**src/include/i2c_axi_settings.svh**
```systemverilog
`ifndef I2C_AXI_SETTINGS_SVH
`define I2C_AXI_SETTINGS_SVH

// entries per byte FIFO
`define I2C_FIFO_DEPTH 16

// clk cycles per quarter of an SCL period
`define I2C_CLK_DIV 4

// register word addresses
`define ADDR_SETUP0  32'd0
`define ADDR_SETUP1  32'd1
`define ADDR_FLAG    32'd2
`define ADDR_FIFO_WR 32'd3
`define ADDR_FIFO_RD 32'd4

`endif

```
**src/design/i2c_axi_pkg.sv**
```systemverilog
package i2c_axi_pkg;

    typedef enum logic [1:0] {
        RESP_OKAY   = 2'b00,
        RESP_SLVERR = 2'b10
    } axi_resp_t;

    typedef enum logic [1:0] {
        BURST_FIXED = 2'b00,
        BURST_INCR  = 2'b01
    } axi_burst_t;

    // length 0 means a single byte
    typedef struct packed {
        logic [6:0]  slave_addr;
        logic        read;
        logic [15:0] length;
    } i2c_cmd_t;

endpackage

```
**src/design/i2c_axi_if.sv**
```systemverilog
`timescale 1ns/100ps

// register write port, one strobe per accepted in-range beat
interface reg_wr_if;
    logic        wr_en;
    logic [31:0] wr_addr;
    logic [31:0] wr_data;
    logic [3:0]  wr_strb;
    logic        tx_full;

    modport chan (output wr_en, wr_addr, wr_data, wr_strb, input tx_full);
    modport regs (input wr_en, wr_addr, wr_data, wr_strb, output tx_full);
endinterface

// register read port, data is muxed combinationally from rd_addr
interface reg_rd_if;
    logic [31:0] rd_addr;
    logic [31:0] rd_data;
    logic        rx_empty;
    logic        rd_pop;

    modport chan (output rd_addr, rd_pop, input rd_data, rx_empty);
    modport regs (input rd_addr, rd_pop, output rd_data, rx_empty);
endinterface

```
**src/design/i2c_byte_fifo.sv**
```systemverilog
`timescale 1ns/100ps
`include "i2c_axi_settings.svh"

module i2c_byte_fifo (
    input  logic       clk,
    input  logic       I2C_MASTER_AXI_SLAVE_RSTN_SYNC,
    input  logic       push,
    input  logic [7:0] push_data,
    input  logic       pop,
    output logic [7:0] pop_data,
    output logic       full,
    output logic       empty
);

    localparam int DEPTH = `I2C_FIFO_DEPTH;
    localparam int AW    = $clog2(DEPTH);

    logic [7:0]    mem [DEPTH];
    logic [AW-1:0] wr_ptr;
    logic [AW-1:0] rd_ptr;
    logic [AW:0]   count;
    logic          do_push;
    logic          do_pop;

    assign full     = (count == (AW+1)'(DEPTH));
    assign empty    = (count == '0);
    assign do_push  = push && !full;    // overflow is dropped
    assign do_pop   = pop && !empty;
    assign pop_data = mem[rd_ptr];      // fall-through head

    always_ff @(posedge clk) begin
        if (do_push)
            mem[wr_ptr] <= push_data;
    end

    always_ff @(posedge clk or negedge I2C_MASTER_AXI_SLAVE_RSTN_SYNC) begin
        if (!I2C_MASTER_AXI_SLAVE_RSTN_SYNC) begin
            wr_ptr <= '0;
            rd_ptr <= '0;
            count  <= '0;
        end else begin
            if (do_push)
                wr_ptr <= (wr_ptr == AW'(DEPTH - 1)) ? '0 : wr_ptr + 1'b1;
            if (do_pop)
                rd_ptr <= (rd_ptr == AW'(DEPTH - 1)) ? '0 : rd_ptr + 1'b1;
            count <= count + (AW+1)'(do_push) - (AW+1)'(do_pop);
        end
    end

endmodule

```
**src/design/axi_wr_channel.sv**
```systemverilog
`timescale 1ns/100ps
`include "i2c_axi_settings.svh"

module axi_wr_channel (
    input  logic        clk,
    input  logic        I2C_MASTER_AXI_SLAVE_RSTN_SYNC,
    input  logic [3:0]  awid,
    input  logic [31:0] awaddr,
    input  logic [1:0]  awburst,
    input  logic        awvalid,
    output logic        awready,
    input  logic [31:0] wdata,
    input  logic [3:0]  wstrb,
    input  logic        wlast,
    input  logic        wvalid,
    output logic        wready,
    output logic [3:0]  bid,
    output logic [1:0]  bresp,
    output logic        bvalid,
    input  logic        bready,
    reg_wr_if.chan      wr
);

    typedef enum logic [1:0] {ST_IDLE, ST_DATA, ST_RESP} state_t;

    state_t                  state;
    logic [3:0]              id_q;
    logic [31:0]             addr_q;
    i2c_axi_pkg::axi_burst_t burst_q;
    logic                    err_q;     // sticky over the burst
    logic                    beat;
    logic                    beat_bad;

    assign awready  = (state == ST_IDLE);
    // stall only when pushing into a full tx FIFO
    assign wready   = (state == ST_DATA) && !(addr_q == `ADDR_FIFO_WR && wr.tx_full);
    assign bvalid   = (state == ST_RESP);
    assign bid      = id_q;
    assign bresp    = err_q ? i2c_axi_pkg::RESP_SLVERR : i2c_axi_pkg::RESP_OKAY;
    assign beat     = wvalid && wready;
    assign beat_bad = (addr_q >= `ADDR_FIFO_RD);   // FIFO_RD is read only

    assign wr.wr_en   = beat && !beat_bad;
    assign wr.wr_addr = addr_q;
    assign wr.wr_data = wdata;
    assign wr.wr_strb = wstrb;

    always_ff @(posedge clk or negedge I2C_MASTER_AXI_SLAVE_RSTN_SYNC) begin
        if (!I2C_MASTER_AXI_SLAVE_RSTN_SYNC) begin
            state   <= ST_IDLE;
            err_q   <= 1'b0;
            id_q    <= 4'd0;
            addr_q  <= 32'd0;
            burst_q <= i2c_axi_pkg::BURST_FIXED;
        end else begin
            case (state)
                ST_IDLE: begin
                    if (awvalid) begin
                        state   <= ST_DATA;
                        err_q   <= 1'b0;
                        id_q    <= awid;
                        addr_q  <= awaddr;
                        burst_q <= i2c_axi_pkg::axi_burst_t'(awburst);
                    end
                end
                ST_DATA: begin
                    if (beat) begin
                        if (beat_bad)
                            err_q <= 1'b1;
                        if (burst_q == i2c_axi_pkg::BURST_INCR)
                            addr_q <= addr_q + 32'd1;
                        if (wlast)
                            state <= ST_RESP;   // awlen is not tracked
                    end
                end
                ST_RESP: if (bready) state <= ST_IDLE;
                default: state <= ST_IDLE;
            endcase
        end
    end

endmodule

```
**src/design/axi_rd_channel.sv**
```systemverilog
`timescale 1ns/100ps
`include "i2c_axi_settings.svh"

module axi_rd_channel (
    input  logic        clk,
    input  logic        I2C_MASTER_AXI_SLAVE_RSTN_SYNC,
    input  logic [3:0]  arid,
    input  logic [31:0] araddr,
    input  logic [7:0]  arlen,
    input  logic [1:0]  arburst,
    input  logic        arvalid,
    output logic        arready,
    output logic [3:0]  rid,
    output logic [31:0] rdata,
    output logic [1:0]  rresp,
    output logic        rlast,
    output logic        rvalid,
    input  logic        rready,
    reg_rd_if.chan      rd
);

    typedef enum logic {ST_IDLE, ST_DATA} state_t;

    state_t                  state;
    logic [3:0]              id_q;
    logic [31:0]             addr_q;
    logic [7:0]              cnt_q;     // beats left after this one
    i2c_axi_pkg::axi_burst_t burst_q;
    logic                    beat_bad;
    logic                    is_fifo;
    logic                    beat;
    logic [31:0]             live_data;
    logic [31:0]             held_data; // beat data frozen during a stall
    logic                    held;

    assign arready   = (state == ST_IDLE);
    assign beat_bad  = (addr_q > `ADDR_FIFO_RD);
    assign is_fifo   = (addr_q == `ADDR_FIFO_RD);
    // fifo beats wait for data, error beats go out at once
    assign rvalid    = (state == ST_DATA) && (!is_fifo || !rd.rx_empty);
    assign rlast     = (state == ST_DATA) && (cnt_q == 8'd0);
    assign rid       = id_q;
    assign live_data = beat_bad ? 32'd0 : rd.rd_data;
    assign rdata     = held ? held_data : live_data;
    assign rresp     = beat_bad ? i2c_axi_pkg::RESP_SLVERR : i2c_axi_pkg::RESP_OKAY;
    assign beat      = rvalid && rready;

    assign rd.rd_addr = addr_q;
    assign rd.rd_pop  = beat && is_fifo;

    always_ff @(posedge clk or negedge I2C_MASTER_AXI_SLAVE_RSTN_SYNC) begin
        if (!I2C_MASTER_AXI_SLAVE_RSTN_SYNC) begin
            state     <= ST_IDLE;
            id_q      <= 4'd0;
            addr_q    <= 32'd0;
            cnt_q     <= 8'd0;
            burst_q   <= i2c_axi_pkg::BURST_FIXED;
            held      <= 1'b0;
            held_data <= 32'd0;
        end else begin
            if (rvalid && !rready) begin
                held <= 1'b1;
                if (!held)
                    held_data <= live_data;
            end else begin
                held <= 1'b0;
            end
            case (state)
                ST_IDLE: begin
                    if (arvalid) begin
                        state   <= ST_DATA;
                        id_q    <= arid;
                        addr_q  <= araddr;
                        cnt_q   <= arlen;
                        burst_q <= i2c_axi_pkg::axi_burst_t'(arburst);
                    end
                end
                ST_DATA: begin
                    if (beat) begin
                        if (burst_q == i2c_axi_pkg::BURST_INCR)
                            addr_q <= addr_q + 32'd1;
                        if (rlast)
                            state <= ST_IDLE;
                        else
                            cnt_q <= cnt_q - 8'd1;
                    end
                end
                default: state <= ST_IDLE;
            endcase
        end
    end

endmodule

```
**src/design/i2c_byte_engine.sv**
```systemverilog
`timescale 1ns/100ps
`include "i2c_axi_settings.svh"

module i2c_byte_engine (
    input  logic                  clk,
    input  logic                  I2C_MASTER_AXI_SLAVE_RSTN_SYNC,
    input  i2c_axi_pkg::i2c_cmd_t cmd,
    input  logic                  cmd_valid,
    output logic                  cmd_ready,
    output logic                  cmd_done,
    output logic                  cmd_error,
    output logic                  scl_out,
    output logic                  scl_enable,
    input  logic                  sda_in,
    output logic                  sda_out,
    output logic                  sda_enable,
    output logic                  tx_pop,
    input  logic [7:0]            tx_byte,
    output logic                  rx_push,
    output logic [7:0]            rx_byte
);

    localparam int DW = $clog2(`I2C_CLK_DIV + 1);

    typedef enum logic [2:0] {ST_IDLE, ST_START, ST_ADDR, ST_DATA, ST_STOP} state_t;

    state_t        state;
    logic [DW-1:0] div_cnt;
    logic          tick;
    logic [1:0]    q;           // quarter within the current bit
    logic [3:0]    bit_cnt;     // 8 is the ack slot
    logic [7:0]    sh;
    logic [15:0]   left;        // bytes after the current one
    logic          rd_q;
    logic          ack_n;
    logic          err;
    logic          rx_phase;
    logic          bit_end;

    assign tick      = (div_cnt == DW'(`I2C_CLK_DIV - 1));
    assign bit_end   = tick && (q == 2'd3);
    assign rx_phase  = (state == ST_DATA) && rd_q;
    assign cmd_ready = (state == ST_IDLE);
    assign cmd_error = err;
    assign rx_byte   = sh;

    // scl is high in quarters 1 and 2 of each bit
    assign scl_enable = (state != ST_IDLE);
    always_comb begin
        case (state)
            ST_IDLE:  scl_out = 1'b1;
            ST_START: scl_out = (q < 2'd2);
            ST_STOP:  scl_out = (q != 2'd0);
            default:  scl_out = (q == 2'd1) || (q == 2'd2);
        endcase
    end

    always_comb begin
        sda_enable = 1'b1;
        sda_out    = 1'b1;
        case (state)
            ST_IDLE:  sda_enable = 1'b0;
            ST_START: sda_out = (q == 2'd0);    // falls while scl high
            ST_STOP:  sda_out = (q >= 2'd2);    // rises while scl high
            default: begin
                if (bit_cnt == 4'd8) begin
                    sda_enable = rx_phase;      // master acks only on reads
                    sda_out    = (left == 16'd0);   // nack the last byte
                end else begin
                    sda_enable = !rx_phase;
                    sda_out    = sh[3'd7 - bit_cnt[2:0]];
                end
            end
        endcase
    end

    always_ff @(posedge clk or negedge I2C_MASTER_AXI_SLAVE_RSTN_SYNC) begin
        if (!I2C_MASTER_AXI_SLAVE_RSTN_SYNC) begin
            state    <= ST_IDLE;
            div_cnt  <= '0;
            q        <= 2'd0;
            bit_cnt  <= 4'd0;
            sh       <= 8'd0;
            left     <= 16'd0;
            rd_q     <= 1'b0;
            ack_n    <= 1'b1;
            err      <= 1'b0;
            cmd_done <= 1'b0;
            tx_pop   <= 1'b0;
            rx_push  <= 1'b0;
        end else begin
            cmd_done <= 1'b0;
            tx_pop   <= 1'b0;
            rx_push  <= 1'b0;
            if (tx_pop)
                sh <= tx_byte;      // byte at the head when popped
            if (state == ST_IDLE) begin
                div_cnt <= '0;
                q       <= 2'd0;
                if (cmd_valid) begin
                    state   <= ST_START;
                    sh      <= {cmd.slave_addr, cmd.read};
                    rd_q    <= cmd.read;
                    left    <= cmd.length;
                    bit_cnt <= 4'd0;
                    err     <= 1'b0;
                end
            end else begin
                div_cnt <= tick ? '0 : div_cnt + 1'b1;
                if (tick)
                    q <= q + 2'd1;
                // sample in the middle of scl high
                if (tick && q == 2'd1 && (state == ST_ADDR || state == ST_DATA)) begin
                    if (bit_cnt == 4'd8)
                        ack_n <= sda_in;
                    else if (rx_phase)
                        sh <= {sh[6:0], sda_in};
                end
                if (bit_end) begin
                    case (state)
                        ST_START: state <= ST_ADDR;
                        ST_ADDR, ST_DATA: begin
                            if (bit_cnt != 4'd8) begin
                                bit_cnt <= bit_cnt + 4'd1;
                            end else if (state == ST_ADDR) begin
                                bit_cnt <= 4'd0;
                                if (ack_n) begin
                                    err   <= 1'b1;  // address refused
                                    state <= ST_STOP;
                                end else begin
                                    state  <= ST_DATA;
                                    tx_pop <= !rd_q;
                                end
                            end else begin
                                bit_cnt <= 4'd0;
                                rx_push <= rd_q;
                                if (!rd_q && ack_n && left != 16'd0)
                                    err <= 1'b1;    // early nack on write
                                if (left == 16'd0 || (!rd_q && ack_n)) begin
                                    state <= ST_STOP;
                                end else begin
                                    left   <= left - 16'd1;
                                    tx_pop <= !rd_q;
                                end
                            end
                        end
                        ST_STOP: begin
                            state    <= ST_IDLE;
                            cmd_done <= 1'b1;
                        end
                        default: state <= ST_IDLE;
                    endcase
                end
            end
        end
    end

endmodule

```
**src/design/i2c_ctrl_regs.sv**
```systemverilog
`timescale 1ns/100ps
`include "i2c_axi_settings.svh"

module i2c_ctrl_regs (
    input  logic                  clk,
    input  logic                  I2C_MASTER_AXI_SLAVE_RSTN_SYNC,
    reg_wr_if.regs                wr,
    reg_rd_if.regs                rd,
    output i2c_axi_pkg::i2c_cmd_t cmd,
    output logic                  cmd_valid,
    input  logic                  cmd_ready,
    input  logic                  cmd_done,
    input  logic                  cmd_error,
    input  logic                  tx_pop,
    output logic [7:0]            tx_byte,
    input  logic                  rx_push,
    input  logic [7:0]            rx_byte
);

    logic [6:0]  slave_addr;
    logic        read;
    logic        start;
    logic [15:0] length;
    logic        done_flag;
    logic        err_flag;
    logic        wr_setup0;
    logic        wr_setup1;
    logic        new_start;
    logic [7:0]  rx_data;

    assign wr_setup0 = wr.wr_en && (wr.wr_addr == `ADDR_SETUP0);
    assign wr_setup1 = wr.wr_en && (wr.wr_addr == `ADDR_SETUP1);
    assign new_start = wr_setup0 && wr.wr_strb[3] && wr.wr_data[24];

    assign cmd_valid = start;
    assign cmd       = '{slave_addr: slave_addr, read: read, length: length};

    always_ff @(posedge clk or negedge I2C_MASTER_AXI_SLAVE_RSTN_SYNC) begin
        if (!I2C_MASTER_AXI_SLAVE_RSTN_SYNC) begin
            slave_addr <= 7'd0;
            read       <= 1'b0;
            start      <= 1'b0;
            length     <= 16'd0;
            done_flag  <= 1'b0;
            err_flag   <= 1'b0;
        end else begin
            if (cmd_valid && cmd_ready)
                start <= 1'b0;          // self clearing once taken
            if (wr_setup0 && wr.wr_strb[0])
                slave_addr <= wr.wr_data[6:0];
            if (wr_setup0 && wr.wr_strb[1])
                read <= wr.wr_data[8];
            if (wr_setup0 && wr.wr_strb[3])
                start <= wr.wr_data[24];
            if (wr_setup1 && wr.wr_strb[0])
                length[7:0] <= wr.wr_data[7:0];
            if (wr_setup1 && wr.wr_strb[1])
                length[15:8] <= wr.wr_data[15:8];
            if (new_start) begin
                done_flag <= 1'b0;
                err_flag  <= 1'b0;
            end else if (cmd_done) begin
                done_flag <= 1'b1;
                err_flag  <= cmd_error;
            end
        end
    end

    always_comb begin
        case (rd.rd_addr)
            `ADDR_SETUP0:  rd.rd_data = {7'd0, start, 15'd0, read, 1'b0, slave_addr};
            `ADDR_SETUP1:  rd.rd_data = {16'd0, length};
            `ADDR_FLAG:    rd.rd_data = {23'd0, err_flag, 7'd0, done_flag};
            `ADDR_FIFO_RD: rd.rd_data = {24'd0, rx_data};
            default:       rd.rd_data = 32'd0;  // FIFO_WR is write only
        endcase
    end

    i2c_byte_fifo u_tx_fifo (
        .clk                            (clk),
        .I2C_MASTER_AXI_SLAVE_RSTN_SYNC (I2C_MASTER_AXI_SLAVE_RSTN_SYNC),
        .push      (wr.wr_en && (wr.wr_addr == `ADDR_FIFO_WR)),
        .push_data (wr.wr_data[7:0]),
        .pop       (tx_pop),
        .pop_data  (tx_byte),
        .full      (wr.tx_full),
        .empty     ()
    );

    i2c_byte_fifo u_rx_fifo (
        .clk                            (clk),
        .I2C_MASTER_AXI_SLAVE_RSTN_SYNC (I2C_MASTER_AXI_SLAVE_RSTN_SYNC),
        .push      (rx_push),
        .push_data (rx_byte),
        .pop       (rd.rd_pop),
        .pop_data  (rx_data),
        .full      (),
        .empty     (rd.rx_empty)
    );

endmodule

```
**src/design/i2c_master_axi_top.sv**
```systemverilog
`timescale 1ns/100ps

module i2c_master_axi_top (
    input  logic        clk,
    input  logic        I2C_MASTER_AXI_SLAVE_RSTN_SYNC,
    input  logic [3:0]  awid,
    input  logic [31:0] awaddr,
    input  logic [1:0]  awburst,
    input  logic        awvalid,
    output logic        awready,
    input  logic [31:0] wdata,
    input  logic [3:0]  wstrb,
    input  logic        wlast,
    input  logic        wvalid,
    output logic        wready,
    output logic [3:0]  bid,
    output logic [1:0]  bresp,
    output logic        bvalid,
    input  logic        bready,
    input  logic [3:0]  arid,
    input  logic [31:0] araddr,
    input  logic [7:0]  arlen,
    input  logic [1:0]  arburst,
    input  logic        arvalid,
    output logic        arready,
    output logic [3:0]  rid,
    output logic [31:0] rdata,
    output logic [1:0]  rresp,
    output logic        rlast,
    output logic        rvalid,
    input  logic        rready,
    output logic        scl_out,
    output logic        scl_enable,
    input  logic        sda_in,
    output logic        sda_out,
    output logic        sda_enable
);

    i2c_axi_pkg::i2c_cmd_t cmd;
    logic       cmd_valid;
    logic       cmd_ready;
    logic       cmd_done;
    logic       cmd_error;
    logic       tx_pop;
    logic [7:0] tx_byte;
    logic       rx_push;
    logic [7:0] rx_byte;

    reg_wr_if u_wr_if ();
    reg_rd_if u_rd_if ();

    // AXI write side into the register file
    axi_wr_channel u_axi_wr_channel (
        .wr (u_wr_if.chan),
        .*
    );

    // AXI read side out of the register file
    axi_rd_channel u_axi_rd_channel (
        .rd (u_rd_if.chan),
        .*
    );

    i2c_ctrl_regs u_i2c_ctrl_regs (
        .wr (u_wr_if.regs),
        .rd (u_rd_if.regs),
        .*
    );

    i2c_byte_engine u_i2c_byte_engine (.*);

endmodule

```
**config.mk**
```make
export PLATFORM = sky130hd
export DESIGN_NAME = i2c_master_axi_top
export DESIGN_NICKNAME = d
export VERILOG_FILES = /design/src/design/i2c_axi_pkg.sv /design/src/design/i2c_axi_if.sv /design/src/design/i2c_byte_fifo.sv /design/src/design/axi_wr_channel.sv /design/src/design/axi_rd_channel.sv /design/src/design/i2c_byte_engine.sv /design/src/design/i2c_ctrl_regs.sv /design/src/design/i2c_master_axi_top.sv
export VERILOG_INCLUDE_DIRS = /design/src /design/src/include
export SDC_FILE = /design/constraint.sdc
export NUM_CORES = 1
export LEC_CHECK = 0
export ABC_AREA = 1
export BUFFER_PORTS_ARGS = -buffer_cell sky130_fd_sc_hd__buf_4
export CELL_PAD_IN_SITES_DETAIL_PLACEMENT = 0
export CELL_PAD_IN_SITES_GLOBAL_PLACEMENT = 2
export CORE_ASPECT_RATIO = 0.75
export CORE_MARGIN = 2
export CORE_UTILIZATION = 25
export DETAILED_ROUTE_END_ITERATION = 6
export PLACE_DENSITY_LB_ADDON = 0.1
export SYNTH_ARGS = -nofsm -noshare
export SYNTH_HDL_FRONTEND = slang
export SYNTH_SLANG_ARGS = --single-unit
```
**constraint.sdc**
```tcl
create_clock -name clk -period 7.71 [get_ports clk]
set_input_delay 0.771 -clock clk [delete_from_list [all_inputs] [get_ports clk]]
set_output_delay 0.771 -clock clk [all_outputs]
set_load 0.005 [all_outputs]
```
---- Word level (Yosys, flattened, before mapping) ----
Memories as Yosys holds them, arrays and structs flattened.
Index checks and enable logic that the tools add are counted.
word-level totals
  memories kept ........................... 2
  input port bits ......................... 129
  word-level logic and storage cells ...... 286
  RAM bits ................................ 256
  register bits after elaboration ......... 216
  output and inout port bits .............. 54
memory list
  name                           depth  width  read ports  clocked after Yosys merged registers in  write ports  RTL line             source
  u_i2c_ctrl_regs.u_rx_fifo.mem  16     8      1           0                                        1            i2c_byte_fifo.sv:18  logic [7:0] mem [DEPTH];
  u_i2c_ctrl_regs.u_tx_fifo.mem  16     8      1           0                                        1            i2c_byte_fifo.sv:18
cells by class
  equal/unequal tests ..................... 42
  bitwise operators ....................... 2
  reduce and logical (&&, ||, !) cells .... 77
  $lt $le $gt $ge ......................... 5
  mux-type cells .......................... 105
  $add $sub $neg .......................... 16
operators with widths
  cell                     count
  $mux W32                 8
  $pmux W32 S2             2
  $mux W16                 7
  $pmux W25 S4             1
  $mux W8                  9
  $add A32 B1 Y32 const B  2
  $eq A32 B1 Y1 const B    2
  $eq A32 B2 Y1 const B    2
  $logic_not A32 Y1        2
  $mux W1                  43
  $mux W4                  9
  $eq A32 B3 Y1 const B    1
  $ge A32 B3 Y1 const B    1
  $gt A32 B3 Y1 const B    1
  $logic_and A1 B1 Y1      29
  $mux W3                  9
  $ne A2 B2 Y1 const B     11
  $add A4 B1 Y4 const B    5
  $eq A4 B4 Y1 const B     5
  $logic_not A16 Y1        1
  $mux W2                  8
  $pmux W8 S2              1
  $reduce_and A4 Y1        4
  $reduce_bool A16 Y1      1
  39 further kinds         83

---- Depth between registers and ports, before layout ----
Gate-level depths: netlist (run 1).
  word-level depth ........................ 10
  gate-level depth with buffers ........... 20
  depth with buffers taken out ............ 19

---- Cells and area by module ----
From an unflattened synthesis (run 1), not the netlist that was laid out.
second synthesis, totals
  cells, all modules ...................... 3,518
  area total of the unflattened synthesis .. 26,719.4 um2
by module, submodules not included
  module                                     times used  sequential area each (um2)  cells each  area each (um2)
  i2c_byte_fifo (u_i2c_ctrl_regs.u_tx_fifo)  1           4,169.0                     659         6,419.9
  i2c_byte_fifo (u_i2c_ctrl_regs.u_rx_fifo)  1           4,169.0                     657         6,411.1
  axi_rd_channel                             1           2,001.9                     873         5,385.2
  axi_wr_channel                             1           1,026.0                     621         3,683.5
  i2c_byte_engine                            1           1,052.3                     402         2,771.4
  i2c_ctrl_regs                              1           675.6                       306         2,048.2

---- Worst setup path after synthesis (run 1) ----
OpenSTA, ideal clock, no wires.
  kind .................................... flip-flop to flip-flop
  start ................................... reg u_axi_rd_channel.addr_q[0], in the netlist u_axi_rd_channel.rd.rd_addr[0]
  end ..................................... reg u_i2c_ctrl_regs.u_rx_fifo.count[4]
  library setup time ...................... 0.128 ns
  path buffers ............................ 1
  period minus slack after synthesis ...... 2.963 ns
  data required time ...................... 7.582 ns
  arrival time ............................ 2.835 ns
  stages on the path, launching flop included .. 21
  setup slack ............................. 4.747 ns
  cells stage by stage .................... dfrtp_1 > inv_1 > ha_1 > buf_2 > nand3_1 > nor2_2 > nand2_2 > nor2_4 > nand2_4 > nand3_4 > inv_1 > nand3b_1 > inv_1 > ha_1 > inv_1 > ha_1 > inv_1 > fa_1 > o21ai_0 > a21oi_1 > xor2_1
on the way
  word-level cells in the longest chain between the ends .. 8
ends and longest elaborated chain
  item                                  RTL line              source
  start, declared                       axi_rd_channel.sv:26  logic [31:0] addr_q;
  start signal, assigned                axi_rd_channel.sv:73  addr_q <= araddr;
  start signal, assigned                axi_rd_channel.sv:81  addr_q <= addr_q + 32'd1;
  $eq A32 B3 Y1 *                       --
  $logic_not A1 Y1                      axi_rd_channel.sv:40  assign rvalid = (state == ST_DATA) && (!is_fifo || !rd.rx_empty);
  $logic_or A1 B1 Y1                    axi_rd_channel.sv:40
  $logic_and A1 B1 Y1                   axi_rd_channel.sv:40
  $logic_and A1 B1 Y1                   axi_rd_channel.sv:46  assign beat = rvalid && rready;
  $logic_and A1 B1 Y1 *                 axi_rd_channel.sv:49  assign rd.rd_pop = beat && is_fifo;
  $logic_and A1 B1 Y1 *                 i2c_byte_fifo.sv:28   assign do_pop = pop && !empty;
  via u_i2c_ctrl_regs.u_rx_fifo.do_pop  i2c_byte_fifo.sv:23   logic do_pop;
  $sub A5 B1 Y5 *                       i2c_byte_fifo.sv:46   count <= count + (AW+1)'(do_push) - (AW+1)'(do_pop);
  end signal, assigned                  i2c_byte_fifo.sv:46
  end, declared                         i2c_byte_fifo.sv:21   logic [AW:0] count;
Mark *: on every way through the listed nets, which the timed path passes. The rest lies on a longest branch.
A chain may end at the register's enable or synchronous reset.

---- Worst setup path after layout (run 1) ----
  start ................................... reg u_i2c_ctrl_regs.u_rx_fifo.rd_ptr[2]
  end ..................................... out rdata[3]
on the way
  word-level cells in the longest chain between the ends .. 4
ends and longest elaborated chain
  item                    RTL line                  source
  start, declared         i2c_byte_fifo.sv:20       logic [AW-1:0] rd_ptr;
  start signal, assigned  i2c_byte_fifo.sv:45       rd_ptr <= (rd_ptr == AW'(DEPTH - 1)) ? '0 : rd_ptr + 1'b1;
  $mem_v2 Z16 W8          --
  $pmux W25 S4            i2c_ctrl_regs.sv:70       case (rd.rd_addr)
  $mux W32                axi_rd_channel.sv:43      assign live_data = beat_bad ? 32'd0 : rd.rd_data;
  $mux W32                axi_rd_channel.sv:44      assign rdata = held ? held_data : live_data;
  end, declared           i2c_master_axi_top.sv:27  output logic [31:0] rdata,
Every way passes these cells.

==> results of run 1 <==
-- metal layers --
metal  vias up  GRT usage, %  share of wire (%)
met5         -             0              0.010
met4         2          3.51                1.8
met3        89          2.39                3.9
met2       315          23.4                 42
met1      9245          24.7                 53
li1       9492             -                  -
-- report_power, final --
| part | internal (W) | total (W) | switching, W |
|---|---|---|---|
| combinational | 0.000741 | 0.00222 | 0.00148 |
| sequential | 0.00294 | 0.00323 | 0.000298 |
| clock | 0.00159 | 0.00272 | 0.00113 |
| total | 0.00527 | 0.00818 | 0.00290 |
-- cells by family after synthesis --
| family | count (synthesis) |
|---|---|
| simple gates | 1525 |
| buf+inv | 339 |
| mux | 12 |
| xor+xnor | 46 |
| fa+ha+maj | 40 |
| compound gates | 354 |
| other cells | 1 |
| flops | 472 |
-- synth_stat cells (all sizes together) --
cell and count:
clkinv 5, edfxtp 256, a31oi 10, o21bai 4, nand4 37, mux2i 7
dfstp 1, xnor2 13, o221ai 8, o211ai 11, a221oi 1, a21oi 68
nor4 3, ha 38, o21a 1, fa 2, nor3 55, a22oi 2
a21boi 4, or2 9, mux2 5, nand3 174, a21o 7, nor2 327
dfrtp 215, nand3b 4, and3 3, conb 1, o31ai 16, a211oi 1
inv 229, o2111ai 2, nor3b 3, clkbuf 61, nand2 910, o22ai 29
buf 44, o21ai 190, xor2 33
-- through the flow --
step / hold slack [ps] / setup slack (ps) / total power (W)
floorplan: 419 / 4750 / 0.00479
global placement: 429 / 3990 / 0.00552
detailed placement: 434 / 3930 / 0.00554
CTS: 189 / 3310 / 0.00833
global route: 185 / 3170 / 0.00877
finish: 137 / 3450 / 0.00818
-- final timing paths --
path / start / end / slack, ps / depth (start not counted)
hold / removal: I2C_MASTER_AXI_SLAVE_RSTN_SYNC / u_axi_rd_channel.held_data[19] / 140 / 1
setup reg to reg: u_axi_wr_channel.wr.wr_addr[19] / u_i2c_ctrl_regs.u_tx_fifo.count[4] / 3960 / 16
setup / recovery: u_i2c_ctrl_regs.u_rx_fifo.rd_ptr[2] / rdata[3] / 3450 / 9
hold reg to reg: u_i2c_byte_engine.div_cnt[0] / u_i2c_byte_engine.div_cnt[0] / 440 / 1
max in group asynchronous: I2C_MASTER_AXI_SLAVE_RSTN_SYNC / u_i2c_ctrl_regs.u_tx_fifo.rd_ptr[0] / 6150 / 2
min in group clk: awid[1] / u_axi_wr_channel.bid[1] / 350 / 3
-- area by class of cell --
type                       count  area (sq um)
antenna                        4          10.0
clock inverter                24           344
inverter                     234           883
sequential                   472         13100
timing repair buffer         189          1430
tap                         1250          1560
multi-input combinational   1979          9420
clock buffer                  74          1500
fill                       10100         66800
-- flip-flops by register name (all words and copies together) (netlist names), 5 cells and up --
register and cells:
u_axi_rd_channel.cnt_q 8, u_i2c_ctrl_regs.slave_addr 7, u_i2c_byte_engine.rx_byte 8, u_axi_rd_channel.held_data 32, u_i2c_ctrl_regs.u_rx_fifo.mem 128, u_i2c_byte_engine.left 16, u_i2c_ctrl_regs.u_tx_fifo.mem 128, u_i2c_ctrl_regs.u_tx_fifo.count 5
u_i2c_ctrl_regs.u_rx_fifo.count 5, u_axi_rd_channel.rd.rd_addr 32, u_i2c_ctrl_regs.length 16, u_axi_wr_channel.wr.wr_addr 32
==> results by group, run 1 <==
Status
  – Status: finished, final reports clean

Cells and area
  – Fin area: 28,200 sq um
  – Fin nets: 3,099
  – Commonest cells after routing, fill and taps aside: nand2_1, nor2_1, edfxtp_1, inv_1, dfrtp_1
  – Final core utilization: 29.7%
  – Fin cells: 4,226
  – Most common cell after layout, fill and taps aside: nand2_1
  – Layout cells sized above 1: 11.4%
  – Area grow syn2layout: 18.2%

Clocking
  – CTS-repair resized insts: 0
  – Clk_lat worst skew: 650 ps
  – Longest Clk Path Bufs: 3
  – Hold Buf Count CTS: 0
  – Clk sinks: 472
  – Reg clk slew, reported paths: 60 ps
  – H-tree Lvls: 2
  – Total CTS buffers: 54
  – Post-CTS setup repair buffer count: 0
  – Root buffer cell: clkbuf_16
  – CTS tree: built

Global route
  – Pin count of the biggest net entering global routing: 94
  – Vias in the first global route: 19,000
  – First-pass GRT wire length: 121 mm
  – Global-route usage over all layers: 16.0%
  – Initial antenna violation count: 3
  – Grt ovf: 0

Detailed routing
  – DR iter-0 viols: 1,423
  – Antenna-violating nets left: 0
  – Vias: 19,100
  – Pre-Repair DR Iteration Count: 5
  – WL per Instance: 18.8 um
  – Vias per inst: 4.53
  – Drt drc: 0
  – Routed wire length: 79.4 mm

Critical path
  – Cell mode on critical path: nand2_1
  – Worst-path fanout max: 19
  – Crit Path Category: register to primary output
  – Buf/Inv on CP: 2
  – Startpoint types: register
  – Critical Path, Cell by Cell: nand2_1 -> clkinv_1 -> nand3_1 -> nand2_1 -> o21bai_1 -> nand2_1 -> nand3_1 -> a22oi_1 -> buf_4
  – Crit path arrival time: 3490 ps
  – Worst Path Required: 6940 ps
  – Top Family by Delay on Critical Path: simple AND/OR/NAND/NOR gates
  – Setup crit end kind: primary output
  – Critical path's slowest cell: dfrtp_1
  – Critical Path Max Stage Delay: 670 ps

Timing
  – Clock skew: 29.4 ps
  – Final setup viols: 0
  – Min Tclk post-route: 4260 ps
  – Sum Neg Setup Slack: 0 ps
  – Actual slew at the worst max-slew pin: 1140 ps
  – Slew Limit Headroom: 23.9%
  – Pins Over Slew Limit: 0
  – Unrepaired setup endpoints after global routing: false
  – Fin crit share: 55.2%
  – Max Fclk: 235 MHz
  – Final Hold Vio Count: 0

Synth
  – Syn Area/Cell: 8.57 sq um
  – Flops & latches, synth: 472
  – Syn Inst Count: 2,789
  – Area fraction in compound gates after synthesis: 8.32%
  – Synth Area in Simple Gates: 26.6%
  – Top cell type's share of synthesized area: 32.2%
  – Synth Warn #: 0
  – Syn Std Cell Area: 23,900 sq um
  – Post-synthesis cell type count: 55
  – Leading area contributor after synthesis: edfxtp_1
  – Adder-Cell Fraction of Synth Area: 2.16%
  – Mux cell area share after synthesis: 0.529%
  – Xor/xnor share of the synthesized area: 1.69%
  – Seq/Total Area, Yosys: 54.8%
  – Ranking of synthesized cells by area: edfxtp_1, dfrtp_1, nand2_1
  – Largest family of logic cells by synthesized area: simple AND/OR/NAND/NOR gates

Power and ir drop
  – Leakage: 12.3 nW
  – PD cells: 289 nW/um^2
  – VDD IR max: 0.166 mV

Placed design
  – DP Wirelength: 55.2 mm
  – Placer Congestion: 0.813
  – Placed cells: 4,124
  – Post-place instance area: 26,400 sq um
  – I/O Buffers: 164

Floorplan
  – Die outline height: 272 um
  – Die area: 98,100 sq um
  – I/O pin count: 183
  – DIE WIDTH: 361 um
  – Starting Density: 25.1%
  – Core area: 95,000 sq um
  – Row count: 98

Worst hold path
  – Hold crit path type: primary input to asynchronous set/reset pin

Flow run
  – Max-cap violations: 0
No activity file was read; power rests on OpenSTA's default activity.
==> run 2: changes to the inputs <==
==> constraint.sdc (replaced) <==
create_clock -name clk -period 3.82 [get_ports clk]
set_input_delay 0.382 -clock clk [delete_from_list [all_inputs] [get_ports clk]]
set_output_delay 0.382 -clock clk [all_outputs]
set_load 0.005 [all_outputs]
==> run 2 against run 1 <==
- combinational power rose by 100%
- sequential power grew 100%
- count of clock-buffer cells in the layout is 3 higher
- register-to-register slack lost 3500 ps
- worst hold slack got worse by 84 ps
- sequential cell count unchanged
- first-iteration DRC count decreased by 12%
- highest routed layer unchanged
==> results by group, run 2 (synthesized netlist as in run 1, its figures left out) <==
Placed design
  – I/O Buffers: 164 (unchanged)
  – Post-place instance area: 26,600 sq um (+0.88%)
  – DP Wirelength: 56.1 mm (+1.6%)
  – Placer Congestion: 0.821 (+0.96%)

Power and ir drop
  – Comb pwr share: 27.9% (+0.7 points)
  – PD cells: 567 nW/um^2 (+96%)
  – Pint: 0.0104 W (+97%)
  – Clock share of power: 31.8% (-1.5 points)
  – Leakage: 12.5 nW (+1.5%)
  – Switching Fraction: 36.0% (+0.43 points)
  – NetSw: 0.00582 W (+100%)
  – Seq pwr share: 40.3% (+0.8 points)
  – VDD IR max: 0.328 mV (+98%)

Detailed routing
  – DR iter-0 viols: 1,246 (-12%)
  – Drt drc: 0 (unchanged)
  – Vias: 19,200 (+0.19%)
  – Antenna-violating nets left: 0 (unchanged)
  – WL per Instance: 18.7 um (-0.22%)
  – Routed wire length: 80.1 mm (+0.84%)
  – Vias per inst: 4.49 (-0.86%)
  – Pre-Repair DR Iteration Count: 5 (unchanged)

Cells and area
  – Fin nets: 3,145 (+1.5%)
  – Commonest cells after routing, fill and taps aside: nand2_1, nor2_1, edfxtp_1, inv_1, buf_4
  – Most common cell after layout, fill and taps aside: nand2_1
  – Biggest regs: u_i2c_ctrl_regs.u_rx_fifo.mem (128), u_i2c_ctrl_regs.u_tx_fifo.mem (128)
  – Area grow syn2layout: 19.5%
  – Fin area: 28,500 sq um (+1.0%)
  – Layout cells sized above 1: 12.0% (+0.55 points)

Timing
  – Clock skew: 24.8 ps (-4.67 ps)
  – Max Fclk: 284 MHz
  – Slew Limit Headroom: 35.8% (+12 points)
  – Pins Over Slew Limit: 0 (unchanged)
  – Actual slew at the worst max-slew pin: 962 ps (-178 ps)
  – Fin crit share: 92.0%
  – Sum Neg Setup Slack: 0 ps (unchanged)
  – Final Hold Vio Count: 0 (unchanged)
  – Hold slack: 52.8 ps (-83.9 ps)
  – Final setup viols: 0 (unchanged)
  – Unrepaired setup endpoints after global routing: false
  – Min Tclk post-route: 3520 ps

Critical path
  – Top Family by Delay on Critical Path: simple AND/OR/NAND/NOR gates
  – Crit path arrival time: 3130 ps (-360 ps)
  – Buf/Inv on CP: 2 (unchanged)
  – Critical Path Max Stage Delay: 630 ps (-40 ps)
  – Setup crit end kind: primary output
  – Critical Path, Cell by Cell: inv_1 -> nand4_1 -> nor2_1 -> nand2_2 -> nor2_4 -> nand2_1 -> o22ai_1 -> buf_4
  – Crit Path Category: register to primary output
  – Critical path's slowest cell: o22ai_1
  – Worst Path Required: 3440 ps (-3500 ps)
  – Startpoint types: register
  – Worst-path fanout max: 7 (-12)

Worst hold path
  – Hold crit path type: primary input to register

Clocking
  – Reg clk slew, reported paths: 60 ps (about the same)
  – Root buffer cell: clkbuf_16
  – H-tree Lvls: 2 (unchanged)
  – Longest Clk Path Bufs: 3 (unchanged)
  – Clk sinks: 472 (unchanged)
  – CTS tree: built
  – Clk_lat worst skew: 630 ps (-20 ps)
  – Total CTS buffers: 53 (-1.9%)
  – CTS-repair resized insts: 0 (unchanged)

Global route
  – Grt ovf: 0 (unchanged)
  – Vias in the first global route: 19,200 (+0.80%)
  – Pin count of the biggest net entering global routing: 112 (+19%)
  – Initial antenna violation count: 3 (unchanged)
  – Global-route usage over all layers: 16.2% (+0.19 points)
  – First-pass GRT wire length: 122 mm (+0.95%)

Floorplan
  – Row count: 98 (unchanged)
  – Starting Density: 25.1% (unchanged)
  – DIE WIDTH: 361 um (unchanged)
  – Core area: 95,000 sq um (unchanged)
  – I/O pin count: 183 (unchanged)
  – Die outline height: 272 um (unchanged)
  – Die area: 98,100 sq um (unchanged)

Flow run
  – Max-cap violations: 0 (unchanged)

Status
  – Status: finished, final reports clean
==> run 2: area by class of cell <==
| class | instances | area [sq um] |
|---|---|---|
| flip-flops and latches | 472 | 13100 |
| clock inverters | 22 | 203 |
| inverters | 234 | 883 |
| diodes | 1 | 2.50 |
| multi-input cells | 1979 | 9410 |
| fillers | 10100 | 66500 |
| repair buffers | 236 | 1850 |
| clock buffers | 77 | 1530 |
| well taps | 1250 | 1560 |
==> run 2: path summary, 6_finish.rpt <==
kind | startpoint | end | slack, ps | cells after the start
min | wdata[8] | u_i2c_ctrl_regs.read | 50 | 3
max reg2reg | u_axi_rd_channel.rd.rd_addr[24] | u_i2c_ctrl_regs.u_rx_fifo.count[4] | 470 | 18
max in group asynchronous | I2C_MASTER_AXI_SLAVE_RSTN_SYNC | u_axi_wr_channel.bid[0] | 2390 | 3
min in group asynchronous | I2C_MASTER_AXI_SLAVE_RSTN_SYNC | u_axi_rd_channel.held_data[18] | 290 | 2
max | u_axi_rd_channel.rd.rd_addr[24] | rdata[11] | 300 | 8
min reg2reg | u_i2c_byte_engine.div_cnt[0] | u_i2c_byte_engine.div_cnt[0] | 460 | 1
==> run 2: what timing repair did <==
| action | 4_1_cts | 5_1_grt |
|---|---|---|
| hold buffers | 18 | 0 |
| buffers inserted | 0 | 0 |
| endpoints found under the hold margin | 72 | 0 |
==> run 2: worst reg2reg max path: stages, from the launching register on <==
cell and delay (ps):
dfrtp_1 410, inv_1 170, nand4_1 120, nor2_1 320
nand2_2 180, nor2_4 210, nand2_4 100, nand3_4 90
inv_1 80, nand3b_1 100, inv_1 50, ha_1 260
inv_1 60, ha_1 160, inv_1 50, fa_1 400
o21ai_0 210, a21oi_1 110, xor2_1 150
==> run 2: per-layer routing <==
metal	vias to the layer above	part of all wire (%)	GRT usage [%]
met5	-	0.016	0
li1	9580	-	-
met2	280	42	24.0
met3	77	3.7	2.28
met1	9241	53	25.1
met4	2	1.4	3.05
==> run 2: power groups by stage <==
stage	combinational [W]	sequential, W	clock [W]
2_1_floorplan	0.00320	0.00645	0
3_3_place_gp	0.00458	0.00660	0
5_1_grt	0.00521	0.00662	0.00556
3_5_place_dp	0.00459	0.00661	0
6_report	0.00451	0.00652	0.00515
4_1_cts	0.00463	0.00652	0.00537
==> run 2: through the flow <==
stage / total power [W] / utilization (%) / cells / setup WS (ps)
final: 0.0162 / 30.0 / 4271 / 305
after global routing: 0.0174 / 30.0 / 4270 / 26.4
after CTS: 0.0165 / 30.0 / 4270 / 149
after detailed placement: 0.0112 / 28.0 / 4153 / 474
after global placement: 0.0112 / 28.0 / 4153 / 492
after floorplan: 0.00966 / - / 2790 / 857
